**src/usb_phy_consts.svh**
```systemverilog
// Shared constants for the USB 1.1 transmit PHY.
// Bit-rate divider periods, stuffing limit, buffer depth and register map.
// Include in any file that needs one of these values.
`ifndef USB_PHY_CONSTS_SVH
`define USB_PHY_CONSTS_SVH

`define USB_PHY_FS_DIV 4         // usb_clk cycles per full-speed bit.
`define USB_PHY_LS_DIV 32        // usb_clk cycles per low-speed bit.
`define USB_PHY_STUFF_LIMIT 6    // Ones in a row before a stuffed zero.
`define USB_PHY_BUF_DEPTH 32     // Transmit buffer depth in bytes.

// Register map.
`define USB_PHY_ADDR_CTRL 2'd0
`define USB_PHY_ADDR_DATA 2'd1
`define USB_PHY_ADDR_STATUS 2'd2

`endif
```
**src/usb_phy_pkg.sv**
```systemverilog
// Types shared by the USB 1.1 transmit PHY blocks.
// Modules import it in their body and use scoped names on their ports.
package usb_phy_pkg;

	// Packet byte or register data value.
	typedef logic [7:0] usb_byte_t;

	// Register address.
	typedef logic [1:0] reg_addr_t;

	// Byte count of the transmit buffer, wide enough for a full buffer.
	typedef logic [5:0] buf_count_t;

	// Serializer sequencer.
	typedef enum logic [2:0] {
		IDLE,
		DATA,
		EOP1,
		EOP2,
		J,
		GEOP1,
		GEOP2,
		GJ
	} tx_state_t;

endpackage

```
**src/usb_phy_top.sv**
```systemverilog
// Top level of the USB 1.1 transmit PHY.
// A controller writes registers to load and commit packets; the serializer
// drives txp/txm/txoe onto the bus.
module usb_phy_top (
	input  logic                    usb_clk,
	input  logic                    usb_rst,
	input  logic                    reg_we,
	input  usb_phy_pkg::reg_addr_t  reg_addr,
	input  usb_phy_pkg::usb_byte_t  reg_wdata,
	output usb_phy_pkg::usb_byte_t  reg_rdata,
	output logic                    txp,
	output logic                    txm,
	output logic                    txoe
);
	import usb_phy_pkg::*;

	logic       low_speed;
	logic       bus_reset;
	logic       eop_request;
	logic       push;
	usb_byte_t  push_data;
	logic       commit;
	usb_byte_t  tx_data;
	logic       tx_valid;
	logic       tx_ready;
	logic       busy;
	logic       full;
	buf_count_t count;

	usb_phy_regs usb_phy_regs_inst (
		.usb_clk, .usb_rst, .reg_we, .reg_addr, .reg_wdata, .reg_rdata,
		.busy, .full, .count,
		.low_speed, .bus_reset, .eop_request, .push, .push_data, .commit
	);

	usb_tx_buffer usb_tx_buffer_inst (
		.usb_clk, .usb_rst, .push, .push_data, .commit,
		.tx_ready, .tx_data, .tx_valid, .full, .count
	);

	usb_tx_serializer usb_tx_serializer_inst (
		.usb_clk, .usb_rst, .tx_data, .tx_valid, .tx_ready,
		.generate_reset (bus_reset),
		.generate_eop   (eop_request),
		.low_speed, .busy, .txp, .txm, .txoe
	);

endmodule

```
**src/usb_tx_serializer.sv**
```systemverilog
// Bit-level USB 1.1 transmitter.
// Divides usb_clk to the full- or low-speed bit rate, shifts bytes out LSB
// first with bit stuffing, NRZI-encodes onto txp/txm and ends each packet
// with SE0, SE0, J. Also sends bare EOPs and holds SE0 for a bus reset.
`include "usb_phy_consts.svh"

module usb_tx_serializer (
	input  logic                    usb_clk,
	input  logic                    usb_rst,
	input  usb_phy_pkg::usb_byte_t  tx_data,
	input  logic                    tx_valid,
	output logic                    tx_ready,
	input  logic                    generate_reset,
	input  logic                    generate_eop,
	input  logic                    low_speed,
	output logic                    busy,
	output logic                    txp,
	output logic                    txm,
	output logic                    txoe
);
	import usb_phy_pkg::*;

	localparam int               DIV_W       = $clog2(`USB_PHY_LS_DIV);
	localparam logic [DIV_W-1:0] FS_LAST     = DIV_W'(`USB_PHY_FS_DIV - 1);
	localparam logic [DIV_W-1:0] LS_LAST     = DIV_W'(`USB_PHY_LS_DIV - 1);
	localparam logic [2:0]       STUFF_LIMIT = 3'(`USB_PHY_STUFF_LIMIT);

	tx_state_t        state;
	tx_state_t        next_state;
	logic             gce;
	logic [DIV_W-1:0] gce_counter;
	logic             sr_rst;
	logic             sr_load;
	logic             sr_done;
	logic             sr_out;
	logic [6:0]       sr;
	logic [2:0]       bitcount;
	logic [2:0]       onecount;
	logic             txp_r;
	logic             txm_r;
	logic             txoe_r;
	logic             txoe_ctl;
	logic             generate_se0;
	logic             generate_j;
	logic             tx_valid_r;
	logic             transmission_continue;
	logic             transmission_end_ack;
	logic             generate_eop_pending;
	logic             generate_eop_clear;

	// Busy until the packet or EOP has fully left the line.
	assign busy = (state != IDLE) || tx_valid || generate_eop_pending || txoe;

	// Bit-rate clock enable, one pulse per bit period.
	always_ff @(posedge usb_clk) begin
		if (usb_rst) begin
			gce         <= 1'b0;
			gce_counter <= '0;
		end else if (gce_counter == (low_speed ? LS_LAST : FS_LAST)) begin
			gce         <= 1'b1;
			gce_counter <= '0;
		end else begin
			gce         <= 1'b0;
			gce_counter <= gce_counter + 1'b1;
		end
	end

	// Shift register with stuffed-zero insertion.
	always_ff @(posedge usb_clk) begin
		if (usb_rst || sr_rst) begin
			sr_done  <= 1'b1;
			onecount <= '0;
		end else if (gce) begin
			if (sr_load) begin
				sr_done  <= 1'b0;
				sr_out   <= tx_data[0];
				sr       <= tx_data[7:1];
				bitcount <= '0;
				onecount <= tx_data[0] ? onecount + 3'd1 : 3'd0; // Run carries over.
			end else if (!sr_done) begin
				if (onecount == STUFF_LIMIT) begin
					sr_out   <= 1'b0; // Stuffed zero.
					onecount <= '0;
					if (bitcount == 3'd7)
						sr_done <= 1'b1;
				end else begin
					sr_out   <= sr[0];
					sr       <= {1'b0, sr[6:1]};
					bitcount <= bitcount + 3'd1;
					onecount <= sr[0] ? onecount + 3'd1 : 3'd0;
					// Last bit; hold off if it still needs a stuffed zero.
					if (bitcount == 3'd6 && !(sr[0] && onecount == STUFF_LIMIT - 3'd1))
						sr_done <= 1'b1;
				end
			end
		end
	end

	// NRZI line driver, J is the idle level for the current speed.
	always_ff @(posedge usb_clk) begin
		if (usb_rst) begin
			txp_r  <= ~low_speed;
			txm_r  <= low_speed;
			txoe_r <= 1'b0;
		end else if (gce) begin
			txoe_r <= txoe_ctl;
			if (!txoe_ctl || generate_j) begin
				txp_r <= ~low_speed;
				txm_r <= low_speed;
			end else if (generate_se0 || generate_reset) begin
				txp_r <= 1'b0;
				txm_r <= 1'b0;
			end else if (!sr_out) begin
				txp_r <= ~txp_r; // Zero toggles the line.
				txm_r <= ~txm_r;
			end
		end
	end

	always_ff @(posedge usb_clk) begin
		if (usb_rst) begin
			txp  <= ~low_speed;
			txm  <= low_speed;
			txoe <= 1'b0;
		end else begin
			txp  <= txp_r;
			txm  <= txm_r;
			txoe <= txoe_r;
		end
	end

	always_ff @(posedge usb_clk) begin
		if (usb_rst) begin
			state    <= IDLE;
			tx_ready <= 1'b0;
		end else begin
			tx_ready <= sr_load && gce; // Byte taken.
			if (gce)
				state <= next_state;
		end
	end

	// Falling tx_valid marks the last byte of the packet.
	always_ff @(posedge usb_clk) begin
		if (usb_rst) begin
			tx_valid_r            <= 1'b0;
			transmission_continue <= 1'b1;
			generate_eop_pending  <= 1'b0;
		end else begin
			tx_valid_r <= tx_valid;
			if (tx_valid_r && !tx_valid)
				transmission_continue <= 1'b0;
			if (transmission_end_ack)
				transmission_continue <= 1'b1;
			if (generate_eop)
				generate_eop_pending <= 1'b1;
			if (generate_eop_clear)
				generate_eop_pending <= 1'b0;
		end
	end

	always_comb begin
		txoe_ctl             = 1'b1;
		sr_rst               = 1'b1;
		sr_load              = 1'b0;
		generate_se0         = 1'b0;
		generate_j           = 1'b0;
		transmission_end_ack = 1'b0;
		generate_eop_clear   = 1'b0;
		next_state           = state;
		case (state)
			IDLE: begin
				txoe_ctl = generate_reset; // Drive SE0 only for a bus reset.
				if (generate_eop_pending) begin
					next_state = GEOP1;
				end else if (tx_valid) begin
					sr_rst     = 1'b0;
					sr_load    = 1'b1;
					next_state = DATA;
				end
			end
			DATA: begin
				sr_rst = 1'b0;
				if (sr_done) begin
					if (transmission_continue)
						sr_load = 1'b1;
					else
						next_state = EOP1;
				end
			end
			EOP1: begin
				transmission_end_ack = 1'b1;
				generate_se0         = 1'b1;
				next_state           = EOP2;
			end
			EOP2: begin
				generate_se0 = 1'b1;
				next_state   = J;
			end
			J: begin
				generate_j = 1'b1;
				next_state = IDLE;
			end
			GEOP1: begin
				generate_se0 = 1'b1;
				next_state   = GEOP2;
			end
			GEOP2: begin
				generate_se0 = 1'b1;
				next_state   = GJ;
			end
			GJ: begin
				generate_eop_clear = 1'b1;
				generate_j         = 1'b1;
				next_state         = IDLE;
			end
		endcase
	end

endmodule

```
**src/usb_tx_buffer.sv**
```systemverilog
// Transmit byte buffer between the register block and the serializer.
// Bytes are pushed one at a time; after commit the packet is offered with
// tx_valid held high, and each tx_ready pulse takes one byte.
`include "usb_phy_consts.svh"

module usb_tx_buffer (
	input  logic                     usb_clk,
	input  logic                     usb_rst,
	input  logic                     push,
	input  usb_phy_pkg::usb_byte_t   push_data,
	input  logic                     commit,
	input  logic                     tx_ready,
	output usb_phy_pkg::usb_byte_t   tx_data,
	output logic                     tx_valid,
	output logic                     full,
	output usb_phy_pkg::buf_count_t  count
);
	import usb_phy_pkg::*;

	localparam int DEPTH = `USB_PHY_BUF_DEPTH;
	localparam int PTR_W = $clog2(DEPTH);

	usb_byte_t        mem [DEPTH];
	logic [PTR_W-1:0] wr_ptr;
	logic [PTR_W-1:0] rd_ptr;
	logic             committed;
	logic             accept;
	logic             take;

	assign full     = (count == buf_count_t'(DEPTH));
	assign accept   = push && !full && !committed; // No pushes while draining.
	assign take     = tx_ready && committed;
	assign tx_valid = committed;
	assign tx_data  = mem[rd_ptr];

	always_ff @(posedge usb_clk) begin
		if (accept)
			mem[wr_ptr] <= push_data;
	end

	always_ff @(posedge usb_clk) begin
		if (usb_rst) begin
			wr_ptr    <= '0;
			rd_ptr    <= '0;
			count     <= '0;
			committed <= 1'b0;
		end else if (take) begin
			if (count == buf_count_t'(1)) begin
				// Last byte gone, so drop valid and start over empty.
				committed <= 1'b0;
				wr_ptr    <= '0;
				rd_ptr    <= '0;
				count     <= '0;
			end else begin
				rd_ptr <= rd_ptr + 1'b1;
				count  <= count - 1'b1;
			end
		end else begin
			if (accept) begin
				wr_ptr <= wr_ptr + 1'b1;
				count  <= count + 1'b1;
			end
			if (commit && count != '0)
				committed <= 1'b1; // An empty commit is ignored.
		end
	end

endmodule

```
**src/usb_phy_regs.sv**
```systemverilog
// Control and status registers of the transmit PHY.
// Turns controller write strobes into speed/reset levels and one-cycle
// pulses for EOP, byte push and packet commit; status reads are combinational.
`include "usb_phy_consts.svh"

module usb_phy_regs (
	input  logic                     usb_clk,
	input  logic                     usb_rst,
	input  logic                     reg_we,
	input  usb_phy_pkg::reg_addr_t   reg_addr,
	input  usb_phy_pkg::usb_byte_t   reg_wdata,
	output usb_phy_pkg::usb_byte_t   reg_rdata,
	input  logic                     busy,
	input  logic                     full,
	input  usb_phy_pkg::buf_count_t  count,
	output logic                     low_speed,
	output logic                     bus_reset,
	output logic                     eop_request,
	output logic                     push,
	output usb_phy_pkg::usb_byte_t   push_data,
	output logic                     commit
);
	logic ctrl_we;
	logic data_we;

	assign ctrl_we = reg_we && (reg_addr == `USB_PHY_ADDR_CTRL);
	assign data_we = reg_we && (reg_addr == `USB_PHY_ADDR_DATA);

	always_ff @(posedge usb_clk) begin
		if (usb_rst) begin
			low_speed   <= 1'b0;
			bus_reset   <= 1'b0;
			eop_request <= 1'b0;
			push        <= 1'b0;
			commit      <= 1'b0;
		end else begin
			eop_request <= ctrl_we && reg_wdata[2]; // Pulses clear themselves.
			commit      <= ctrl_we && reg_wdata[3];
			push        <= data_we;
			if (ctrl_we) begin
				low_speed <= reg_wdata[0];
				bus_reset <= reg_wdata[1];
			end
		end
	end

	// Byte goes out together with the push strobe.
	always_ff @(posedge usb_clk) begin
		if (data_we)
			push_data <= reg_wdata;
	end

	always_comb begin
		case (reg_addr)
			`USB_PHY_ADDR_CTRL:   reg_rdata = {6'd0, bus_reset, low_speed};
			`USB_PHY_ADDR_STATUS: reg_rdata = {count, full, busy};
			default:              reg_rdata = '0; // DATA is write only.
		endcase
	end

endmodule

```
**config.mk**
```make
export PLATFORM = sky130hd
export DESIGN_NAME = usb_phy_top
export DESIGN_NICKNAME = d
export VERILOG_FILES = /design/src/usb_phy_pkg.sv /design/src/usb_phy_top.sv /design/src/usb_tx_serializer.sv /design/src/usb_tx_buffer.sv /design/src/usb_phy_regs.sv
export VERILOG_INCLUDE_DIRS = /design/src
export SDC_FILE = /design/constraint.sdc
export NUM_CORES = 1
export LEC_CHECK = 0
export BUFFER_PORTS_ARGS = -buffer_cell sky130_fd_sc_hd__buf_2
export CORE_AREA = 3 3 205 127
export CTS_CLUSTER_DIAMETER = 100
export DETAILED_ROUTE_END_ITERATION = 10
export DIE_AREA = 0 0 208 130
export PLACE_DENSITY = 0.69
export SYNTH_ARGS = -nofsm -noshare
export SYNTH_HDL_FRONTEND = slang
export SYNTH_SLANG_ARGS = --single-unit
```
**constraint.sdc**
```tcl
create_clock -name usb_clk -period 2.6 [get_ports usb_clk]
set_input_delay 0.52 -clock usb_clk [delete_from_list [all_inputs] [get_ports usb_clk]]
set_output_delay 0.52 -clock usb_clk [all_outputs]
set_load 0.05 [all_outputs]
```
Word level (Yosys, flattened, before mapping)
Memories as Yosys holds them, arrays and structs flattened. A register that Yosys moved wholly into a read port is not among the register bits.
Cells that the tools add are included.
- bitwise gates (word level): 4
- add/subtract/negate cells: 7
- reduce and logical (&&, ||, !) cells: 41
- muxes and demuxes: 65
- equal/unequal tests: 23
- operators by type and width (kind ; count):
    1-bit two-way mux ; 37
    5-bit two-way mux ; 7
    3-bit two-way mux ; 11
    3-bit equality test, second input constant ; 8
    7-bit two-way mux ; 3
    3-bit one-hot mux with 7 select lines ; 1
    6-bit two-way mux ; 3
    8-bit one-hot mux with 2 select lines ; 1
    5-bit by 1-bit adder with 5-bit output, second input constant ; 3
    1-bit logical AND ; 12
    2-bit AND reduction ; 4
    4-bit AND reduction ; 2
    2-bit OR reduction ; 4
    3-bit by 1-bit adder with 3-bit output, second input constant ; 2
    6-bit by 1-bit adder with 6-bit output, second input constant ; 1
    3-bit by 2-bit equality test with 1-bit output, second input constant ; 2
    6-bit by 1-bit equality test with 1-bit output, second input constant ; 1
    6-bit equality test, second input constant ; 1
    1-bit logical OR ; 6
    2-bit by 1-bit inequality test with 1-bit output, second input constant ; 3
    2-bit nonzero test ; 3
    6-bit nonzero test ; 1
    6-bit by 1-bit subtractor with 6-bit output, second input constant ; 1
    5-bit equality test ; 1
    other kinds (14) ; 22
- word-level logic and storage cells: 169
- register bits after elaboration: 64
- memories: 1
- bits in writable memories: 256
- output and inout bits: 11
- input port bits: 13
- memories (name ; words ; bits a word ; rd ports ; clocked after memory_dff ; wr ports ; RTL line ; RTL):
    usb_tx_buffer_inst.mem ; 32 ; 8 ; 1 ; 1 ; 1 ; usb_tx_buffer.sv:23 ; usb_byte_t mem [DEPTH];

Longest topological paths before layout
Gate-level depths: netlist of the first run.
- depth in word-level cells: 8
- gate-level depth with buffers: 8

Cells and area by module
Synthesis of the first run repeated with hierarchy kept, for this count alone.
- cells, all modules: 744
- area total of the unflattened synthesis: 13126.3 um^2
- modules (own cells, without submodules) (module ; area each (um^2) ; sequential area each (um^2) ; cells an instance ; instances):
    usb_tx_buffer ; 10950.5 ; 8127.8 ; 532 ; 1
    usb_tx_serializer ; 1652.8 ; 810.8 ; 174 ; 1
    usb_phy_regs ; 523.0 ; 340.3 ; 38 ; 1

Worst setup path before layout of the first run
Ideal clock, no wire load.
- path type: register to output
- start: reg usb_tx_serializer_inst.txoe
- end: out reg_rdata[0]
- slack: 0.142 ns
- data arrival time: 1.938 ns
- buffers on the path: 0
- cell stages (with the launch flop): 3
- required time: 2.080 ns
- cell sequence: dfxtp_1 > nor2_1 > a211oi_1
- longest elaborated chain between the ends: 2
- ends and longest elaborated chain (what ; RTL line ; RTL):
    start: declaration ; usb_tx_serializer.sv:19 ; output logic txoe
    start signal: assignment ; usb_tx_serializer.sv:128 ; txoe <= txoe_r;
    1-bit logical OR ; usb_tx_serializer.sv:52 ; assign busy = (state != IDLE) || tx_valid || generate_eop_pending || txoe;
    8-bit one-hot mux with 2 select lines ; usb_phy_regs.sv:54 ; case (reg_addr)
    end: declaration ; usb_phy_top.sv:10 ; output usb_phy_pkg::usb_byte_t reg_rdata,
Every way passes these cells.

Final worst setup path of the first run
- start: reg usb_tx_serializer_inst.state[2]
- end: out reg_rdata[0]
- longest elaborated chain between the ends: 5
- ends and longest elaborated chain (what ; RTL line ; RTL):
    start: declaration ; usb_tx_serializer.sv:28 ; tx_state_t state;
    start signal: assignment ; usb_tx_serializer.sv:139 ; state <= next_state;
    3-bit nonzero test ; usb_tx_serializer.sv:52 ;
    1-bit logical OR (3 in a row) ; usb_tx_serializer.sv:52 ;
    8-bit one-hot mux with 2 select lines ; usb_phy_regs.sv:54 ;
Every way passes these cells.

==> results.md, run 1 <==
- Final clock period utilization by the worst path: 0.964
- Peak supply drop: 0.460 mV
- # nets final: 863
- Run status: complete, no violations
- Die width: about 210 um
- Max-slew violation total from the final report: 0
- WL/cell: 26.2 um
- Initial antenna violation count: 0
- Floorplan die area: 0.0270 mm2
- Synthesized instance count: around 750
- Routed Antenna Nets: 0
- Setup skew after layout: 0.0141 ns
- CTS sink cnt: 325
- DRC marker count from the first detailed-route iteration: 946
- Detailed-route DRC error count: 0
- Max-slew headroom at the worst pin: 0.189
- Proportion of synthesized chip area in sequential cells: 0.711
- Placed standard-cell area: approximately 0.014 mm2
- Layout Cell Area excl Fill: 0.0149 mm2
- Arrival time at the worst endpoint: 1.99 ns
- Post-synthesis instance area: 0.0130 mm2
- Unique cell type count in the Yosys netlist: 60
- Most instantiated flip-flop cell in the synthesis netlist: edfxtp_1
- Slew of the pin with the lowest slew margin: 1.22 ns
- Final-report hold violation count: 0
- Clock Pin Slew Worst Setup and Hold Paths: 0.06 ns
- Detailed-routed wire length on met2: 12.6 mm
- Area Growth Syn to Fin: 13.9%
- Number of non-filler instances in the completed layout: 1178
- Metal-1 WL: 14.2 mm
- Deepest clock path buffer count: 3
- Warnings, synthesis: 0
- Setup Total Neg Slack: 0 ns
- Via count of the first global-routing pass: 7152
- CP max FO: 9
- Avg Synthesized Cell Area: 17.4 um2
- Global Route Usage Sum: 0.229
- Vertical extent of the die: 130 um
- Placed insts: between 1000 and 1500
- Power density over the cells: 671 mW/mm2
- Register Area: 0.00929 mm2
- Clock tree from TritonCTS: yes
- Class of the most critical setup path: flop to output port
- Portion of synthesized cell area occupied by the leading cell type: 0.638
- Fraction of the core area covered by cells at the end of the flow: 0.616
- Share of cells above drive strength 1: 0.266
- Floorplan Core Area: around 0.024 mm2
- HPWL Detailed: about 21 mm
- Class of the tightest hold or removal check: input port to flop
- RSZ-0062 raised after global routing: no
- Static Leakage: 4.84 nW
- Clock period minus worst slack: 2.51 ns
- DR vias: 7269
- First drt pass iteration count: 5
- Nets in the synthesized netlist: 778
- Initial Utilization: 0.541
- Pre-CTS setup slack: 0.191 ns
- Number of I/O port buffers: 23
- Crit path required time: 2.08 ns
- Final weighted congestion in routability-driven placement: 0.856
- Nature of the critical path startpoint: flop
- Largest net degree at the start of global routing: 34
- Async S/R FF share, synth: 0
- Crit path capture type: output port
- Setup fix buffers added after clock tree synthesis: 0
- Count of flip-flops with a built-in enable after synthesis: 277
- Standard-cell rows: 44
- Via count normalized by instance count: 6.17
- Wire length of the first global-routing pass: 45.4 mm
- Post-route total power: ~10 mW
- CTS buffer count: 29
- Register bit count reported by yosys: around 330
- ANT cells: 0
- Wire length after detailed routing: 30.9 mm
- Largest area contributor in the synthesized netlist: edfxtp_1
- Topmost layer with routed signal wires: met4
- CTS H-Tree Depth: 1
- Max-cap violation count: 0
- Overflow after GRT: 0
- Area of the multi-input gates: 0.00350 mm2
- Least setup slack across all paths after layout: ~0.094 ns
- Clock tree root buffer cell: clkbuf_16
- Layout filler cell count: roughly 1700
- I/O pins: 24
- Main area contributors after synthesis: edfxtp_1 (64%), mux4_2 (13%), dfxtp_1 (7.4%)
- Peak clock frequency supported by timing: around 0.4 GHz
- Clock latency reported for the late side of the worst-skew pair: 0.55 ns
- Count of final setup violators: 0
- Detailed route wirelength on metal3: 3.50 mm
- Final Hold Slack: 0.157 ns
==> cells in the final DEF, fill, tap and decap left out, types with 3 or more instances in the layout <==
| master | synthesis | layout |
|---|---|---|
| and3_1 | 3 | 3 |
| o21ai_0 | 7 | 7 |
| nor4_1 | 3 | 3 |
| clkinv_1 | 1 | 5 |
| ha_1 | 16 | 16 |
| a21oi_1 | 10 | 10 |
| xor2_1 | 9 | 9 |
| nand3b_1 | 3 | 3 |
| xnor2_1 | 7 | 7 |
| mux4_2 | 75 | 75 |
| buf_12 | 2 | 4 |
| nor2_1 | 81 | 81 |
| mux2i_1 | 11 | 11 |
| nand4_1 | 6 | 6 |
| clkbuf_1 | 20 | 8 |
| nor2b_1 | 5 | 5 |
| nand3_1 | 11 | 11 |
| buf_2 | 14 | 22 |
| a22oi_1 | 3 | 3 |
| clkbuf_16 | 0 | 29 |
| buf_4 | 1 | 68 |
| and2_1 | 10 | 10 |
| dfxtp_1 | 48 | 45 |
| a211oi_1 | 7 | 7 |
| a31oi_1 | 7 | 7 |
| mux2_2 | 4 | 4 |
| nand2b_1 | 6 | 6 |
| nand2_1 | 39 | 39 |
| inv_1 | 17 | 17 |
| edfxtp_1 | 277 | 277 |
| nor3_1 | 8 | 6 |
| clkinv_2 | 0 | 4 |
| clkbuf_8 | 0 | 5 |
==> worst paths after layout <==
check	startpoint	endpoint	slack, ns	depth (start not counted)
setup / recovery	usb_tx_serializer_inst.state[2]	reg_rdata[0]	0.09	6
hold / removal	reg_wdata[6]	usb_phy_regs_inst.push_data[6]	0.16	1
setup reg to reg	flop	usb_tx_serializer_inst.onecount[0]	0.20	5
hold reg to reg	usb_tx_serializer_inst.gce_counter[0]	usb_tx_serializer_inst.gce_counter[0]	0.46	1
==> power by group <==
part           internal, mW  total [mW]  switching (mW)
combinational        0.0459       0.164           0.118
clock                  2.30        4.11            1.82
sequential             5.66        5.69          0.0318
==> flip-flops by register name (all words and copies together), names as in the netlist, 5 cells and up, named ones only <==
register                            cells
usb_tx_serializer_inst.gce_counter      5
usb_tx_buffer_inst.wr_ptr               5
usb_phy_regs_inst.push_data             8
usb_tx_buffer_inst.count                6
usb_tx_serializer_inst.sr               7
usb_tx_buffer_inst.rd_ptr               5
usb_tx_buffer_inst.mem                256
==> cells in the mapped netlist, types with 8 or more instances <==
cell      count
a21oi_1      10
and2_1       10
buf_2        14
clkbuf_1     20
dfxtp_1      48
edfxtp_1    277
ha_1         16
inv_1        17
mux2i_1      11
mux4_2       75
nand2_1      39
nand3_1      11
nor2_1       81
nor3_1        8
xor2_1        9
==> kinds of logic (layout without fill, tap and decap cells) <==
kind of cell,count (synthesis),after routing,share of synthesized area
DFF,325,325,0.711
and+or+nand+nor,184,184,0.0653
muxes,90,90,0.141
AOI/OAI and AO/OA,60,60,0.0344
buffers and inverters,58,165,0.0214
adders and majority gates,16,16,0.0153
xor gates and xnor gates,16,16,0.0107
==> cell type report <==
class                   instances  area share
clock buffers                  42      0.0555
multi-input cells             366       0.235
inverters                      18     0.00455
flip-flops and latches        325       0.625
well taps                     322      0.0271
clock inverters                11     0.00547
repair buffers                 94      0.0472
==> metal layers <==
metal | vias to the layer above | global-route usage
met1 | 3759 | 0.362
met2 | 362 | 0.316
li1 | 3099 | -
met5 | - | 0
met3 | 49 | 0.0754
met4 | 0 | 0.0436
==> what timing repair did <==
item	4_1_cts	5_1_grt
setup endpoints to repair	0	2
hold buffers	0	0
resized for setup	0	5
==> critical path, cell delays in order, from the launching register on <==
cell	delay, ns
dfxtp_1	0.52
nor3_2	0.11
buf_4	0.16
nand2_1	0.11
nor2_1	0.07
a211oi_1	0.23
buf_4	0.24
(Power assumes the default switching activity.)
==> inputs of run 2 (changes only) <==
--- a/config.mk
+++ b/config.mk
@@ -7,11 +7,12 @@
 export NUM_CORES = 1
 export LEC_CHECK = 0
 export BUFFER_PORTS_ARGS = -buffer_cell sky130_fd_sc_hd__buf_2
-export CORE_AREA = 3 3 205 127
+export CORE_AREA = 2 2 204 126
 export CTS_CLUSTER_DIAMETER = 100
 export DETAILED_ROUTE_END_ITERATION = 10
-export DIE_AREA = 0 0 208 130
+export DIE_AREA = 0 0 206 128
 export PLACE_DENSITY = 0.69
+export RECOVER_POWER = 100
 export SYNTH_ARGS = -nofsm -noshare
 export SYNTH_HDL_FRONTEND = slang
 export SYNTH_SLANG_ARGS = --single-unit
==> run 2 against run 1 <==
Net effect: the flow now finishes with violations (capacitance limit, slew limit); count of clock-buffer cells in the layout decreased by 7; via count decreased by 0.78%; core utilization shrank 2.1 points; combinational power hardly changed.
==> results.md, run 2 (synthesis results as in run 1) <==
- Run status: finished with violations
- Violated checks: capacitance limit, slew limit
- Final weighted congestion in routability-driven placement: ~0.86
- Routed Antenna Nets: 0
- Class of the tightest hold or removal check: input port to flop
- Met3 usage: 0.0651
- Most common library cell in the layout ignoring fill and taps: edfxtp_1
- Power density over the cells: 677 mW/mm2
- Crit-path max cell delay: around 0.53 ns
- Arrival time at the worst endpoint: ~2.0 ns
- Largest Register: usb_tx_buffer_inst.mem
- Post-CTS sizing: 1
- Wire length after detailed routing: between 20 and 30 mm
- Final Hold Slack: approximately 0.16 ns
- Nature of the critical path startpoint: flop
- Worst hold path depth: 1
- Setup skew after layout: 0.00946 ns
- Class of the most critical setup path: flop to output port
- Count of final setup violators: 0
- Global Route Usage Sum: 0.229
- Commonest non-fill, non-tap cells in the layout: edfxtp_1 (277), nor2_1 (81), mux4_2 (75)
- Die width: 206 um
- Floorplan Core Area: 0.0247 mm2
- Initial Utilization: 0.529
- Clock tree root buffer cell: clkbuf_16
- Clock latency reported for the late side of the worst-skew pair: between 0.5 and 0.6 ns
- Largest net degree at the start of global routing: 34
- Detailed-route DRC error count: 0
- I/O pins: 24
- Cells traversed along the worst timing path: nor3_2, nand2_1, nor2_1, a211oi_1, buf_2
- Peak clock frequency supported by timing: 0.399 GHz
- WHS Endpoint: usb_phy_regs_inst.push_data[4]
- Final clock period utilization by the worst path: 0.963
- Overflow after GRT: 0
- Area of the multi-input gates: 0.00348 mm2
- Final-report hold violation count: 0
- Initial antenna violation count: 1
- DRC marker count from the first detailed-route iteration: 796
- Static Leakage: ~4.7 nW
- Startpoint of the worst register-to-register path: usb_tx_serializer_inst.state[2]
- Vertical extent of the die: 128 um
- RSZ-0062 raised after global routing: no
- CTS sink cnt: 325
- Register-to-register setup slack: approximately 0.12 ns
- Combined buffer and inverter count along the critical path: 1
- Clock period minus worst slack: between 2 and 3 ns
- Max-slew headroom at the worst pin: -0.0977
- Global routing's busiest layer: met1
- Standard-cell rows: 45
- Max-cap violation count: 7
- FF-to-FF End: usb_tx_serializer_inst.bitcount[0]
- Global routing usage on met2: 0.309
- Area Growth Syn to Fin: 12.5%
- Peak supply drop: between 0.5 and 0.6 mV
- Setup fix buffers added after clock tree synthesis: 0
- Library cell contributing the largest single delay on the critical path: dfxtp_1
- Crit path required time: 2.08 ns
- Met1 track demand over resource in global routing: 0.375
- Placed standard-cell area: 0.0139 mm2
- Wire length of the first global-routing pass: 43.6 mm
- Layout Cell Area excl Fill: 0.0147 mm2
- Via count normalized by instance count: a little over 6
- Largest registers in the final layout: usb_tx_buffer_inst.mem (256), usb_phy_regs_inst.push_data (8), usb_tx_serializer_inst.sr (7)
- # nets final: 857
- CP max FO: 9
- Max-slew violation total from the final report: 232
- Worst reg-to-reg path cell count: 4
- Via count of the first global-routing pass: 6863
- Hold-fix buffers at CTS: 0
- Layout filler cell count: about 1800
- CTS buffer count: 28
- Placed insts: 1127
- Number of I/O port buffers: 23
- WL/cell: roughly 25 um
- ANT cells: 0
- Floorplan die area: 0.0264 mm2
- Register Area: just over 0.009 mm2
- Slew of the pin with the lowest slew margin: 1.65 ns
- Worst Hold Launch: reg_wdata[4]
- Post-route total power: slightly below 10 mW
- First drt pass iteration count: 5
- Crit path capture type: output port
- Clock tree from TritonCTS: yes
- Number of non-filler instances in the completed layout: 1179
- Setup Total Neg Slack: 0 ns
- HPWL Detailed: roughly 20 mm
- Share of cells above drive strength 1: 0.225
- DR vias: around 7200
- Clock Pin Slew Worst Setup and Hold Paths: 0.06 ns
- Flip-flop count of the largest register after layout: 256
- CTS H-Tree Depth: 1
- Deepest clock path buffer count: 3
- Family of cells with the greatest summed delay on the critical path: flip-flops
## run 2: worst max path at each step
stage | start | endpoint | slack, ns | cells after the start
finish | usb_tx_serializer_inst.state[2] | reg_rdata[0] | 0.1 | 5
floorplan | usb_tx_serializer_inst.txoe | reg_rdata[0] | 0.14 | 2
global route | usb_tx_serializer_inst.state[2] | usb_tx_serializer_inst.sr[4] | 0.02 | 4
detailed placement | usb_tx_buffer_inst.count[0] | usb_tx_buffer_inst.mem[1][6] | 0.31 | 8
global placement | flop | usb_tx_serializer_inst.sr[1] | 0.36 | 5
CTS | usb_tx_buffer_inst.count[2] | reg_rdata[1] | 0.03 | 4
## run 2: report_power, final
part | leakage, nW | switching, mW | internal, mW
clock network | 0.434 | 1.76 | 2.32
logic | 1.37 | 0.126 | 0.0396
registers | 2.88 | 0.0243 | 5.66
total | 4.68 | 1.91 | 8.03
## run 2: metal layers
metal / vias up / wire length (um) / share of wire
met5: - / 0 / 0
met4: 0 / 362 / 0.013
met3: 35 / 3380 / 0.12
met2: 387 / 12000 / 0.42
met1: 3699 / 13200 / 0.46
li1: 3091 / - / -
## run 2: final cells by class
cell class              count  area share
flip-flops and latches    325       0.633
multi-input cells         366       0.237
clock buffers              35      0.0510
repair buffers             89      0.0362
well taps                 329      0.0281
clock inverters            17      0.0101
inverters                  18     0.00460
## run 2: worst reg2reg max path, cell delays in order (launching register included)
cell and delay, ns:
dfxtp_1 0.41, nor3_2 0.38, a32o_1 0.21, clkbuf_1 0.60
o21a_1 0.53
## run 2: through the flow
| stage | util | setup WS, ns |
|---|---|---|
| 4_1_cts | 0.600 | 0.0277 |
| 5_1_grt | 0.595 | 0.0188 |
| 2_1_floorplan | - | 0.142 |
| 3_5_place_dp | 0.564 | 0.310 |
| 6_report | 0.595 | 0.0962 |
| 3_3_place_gp | 0.564 | 0.358 |
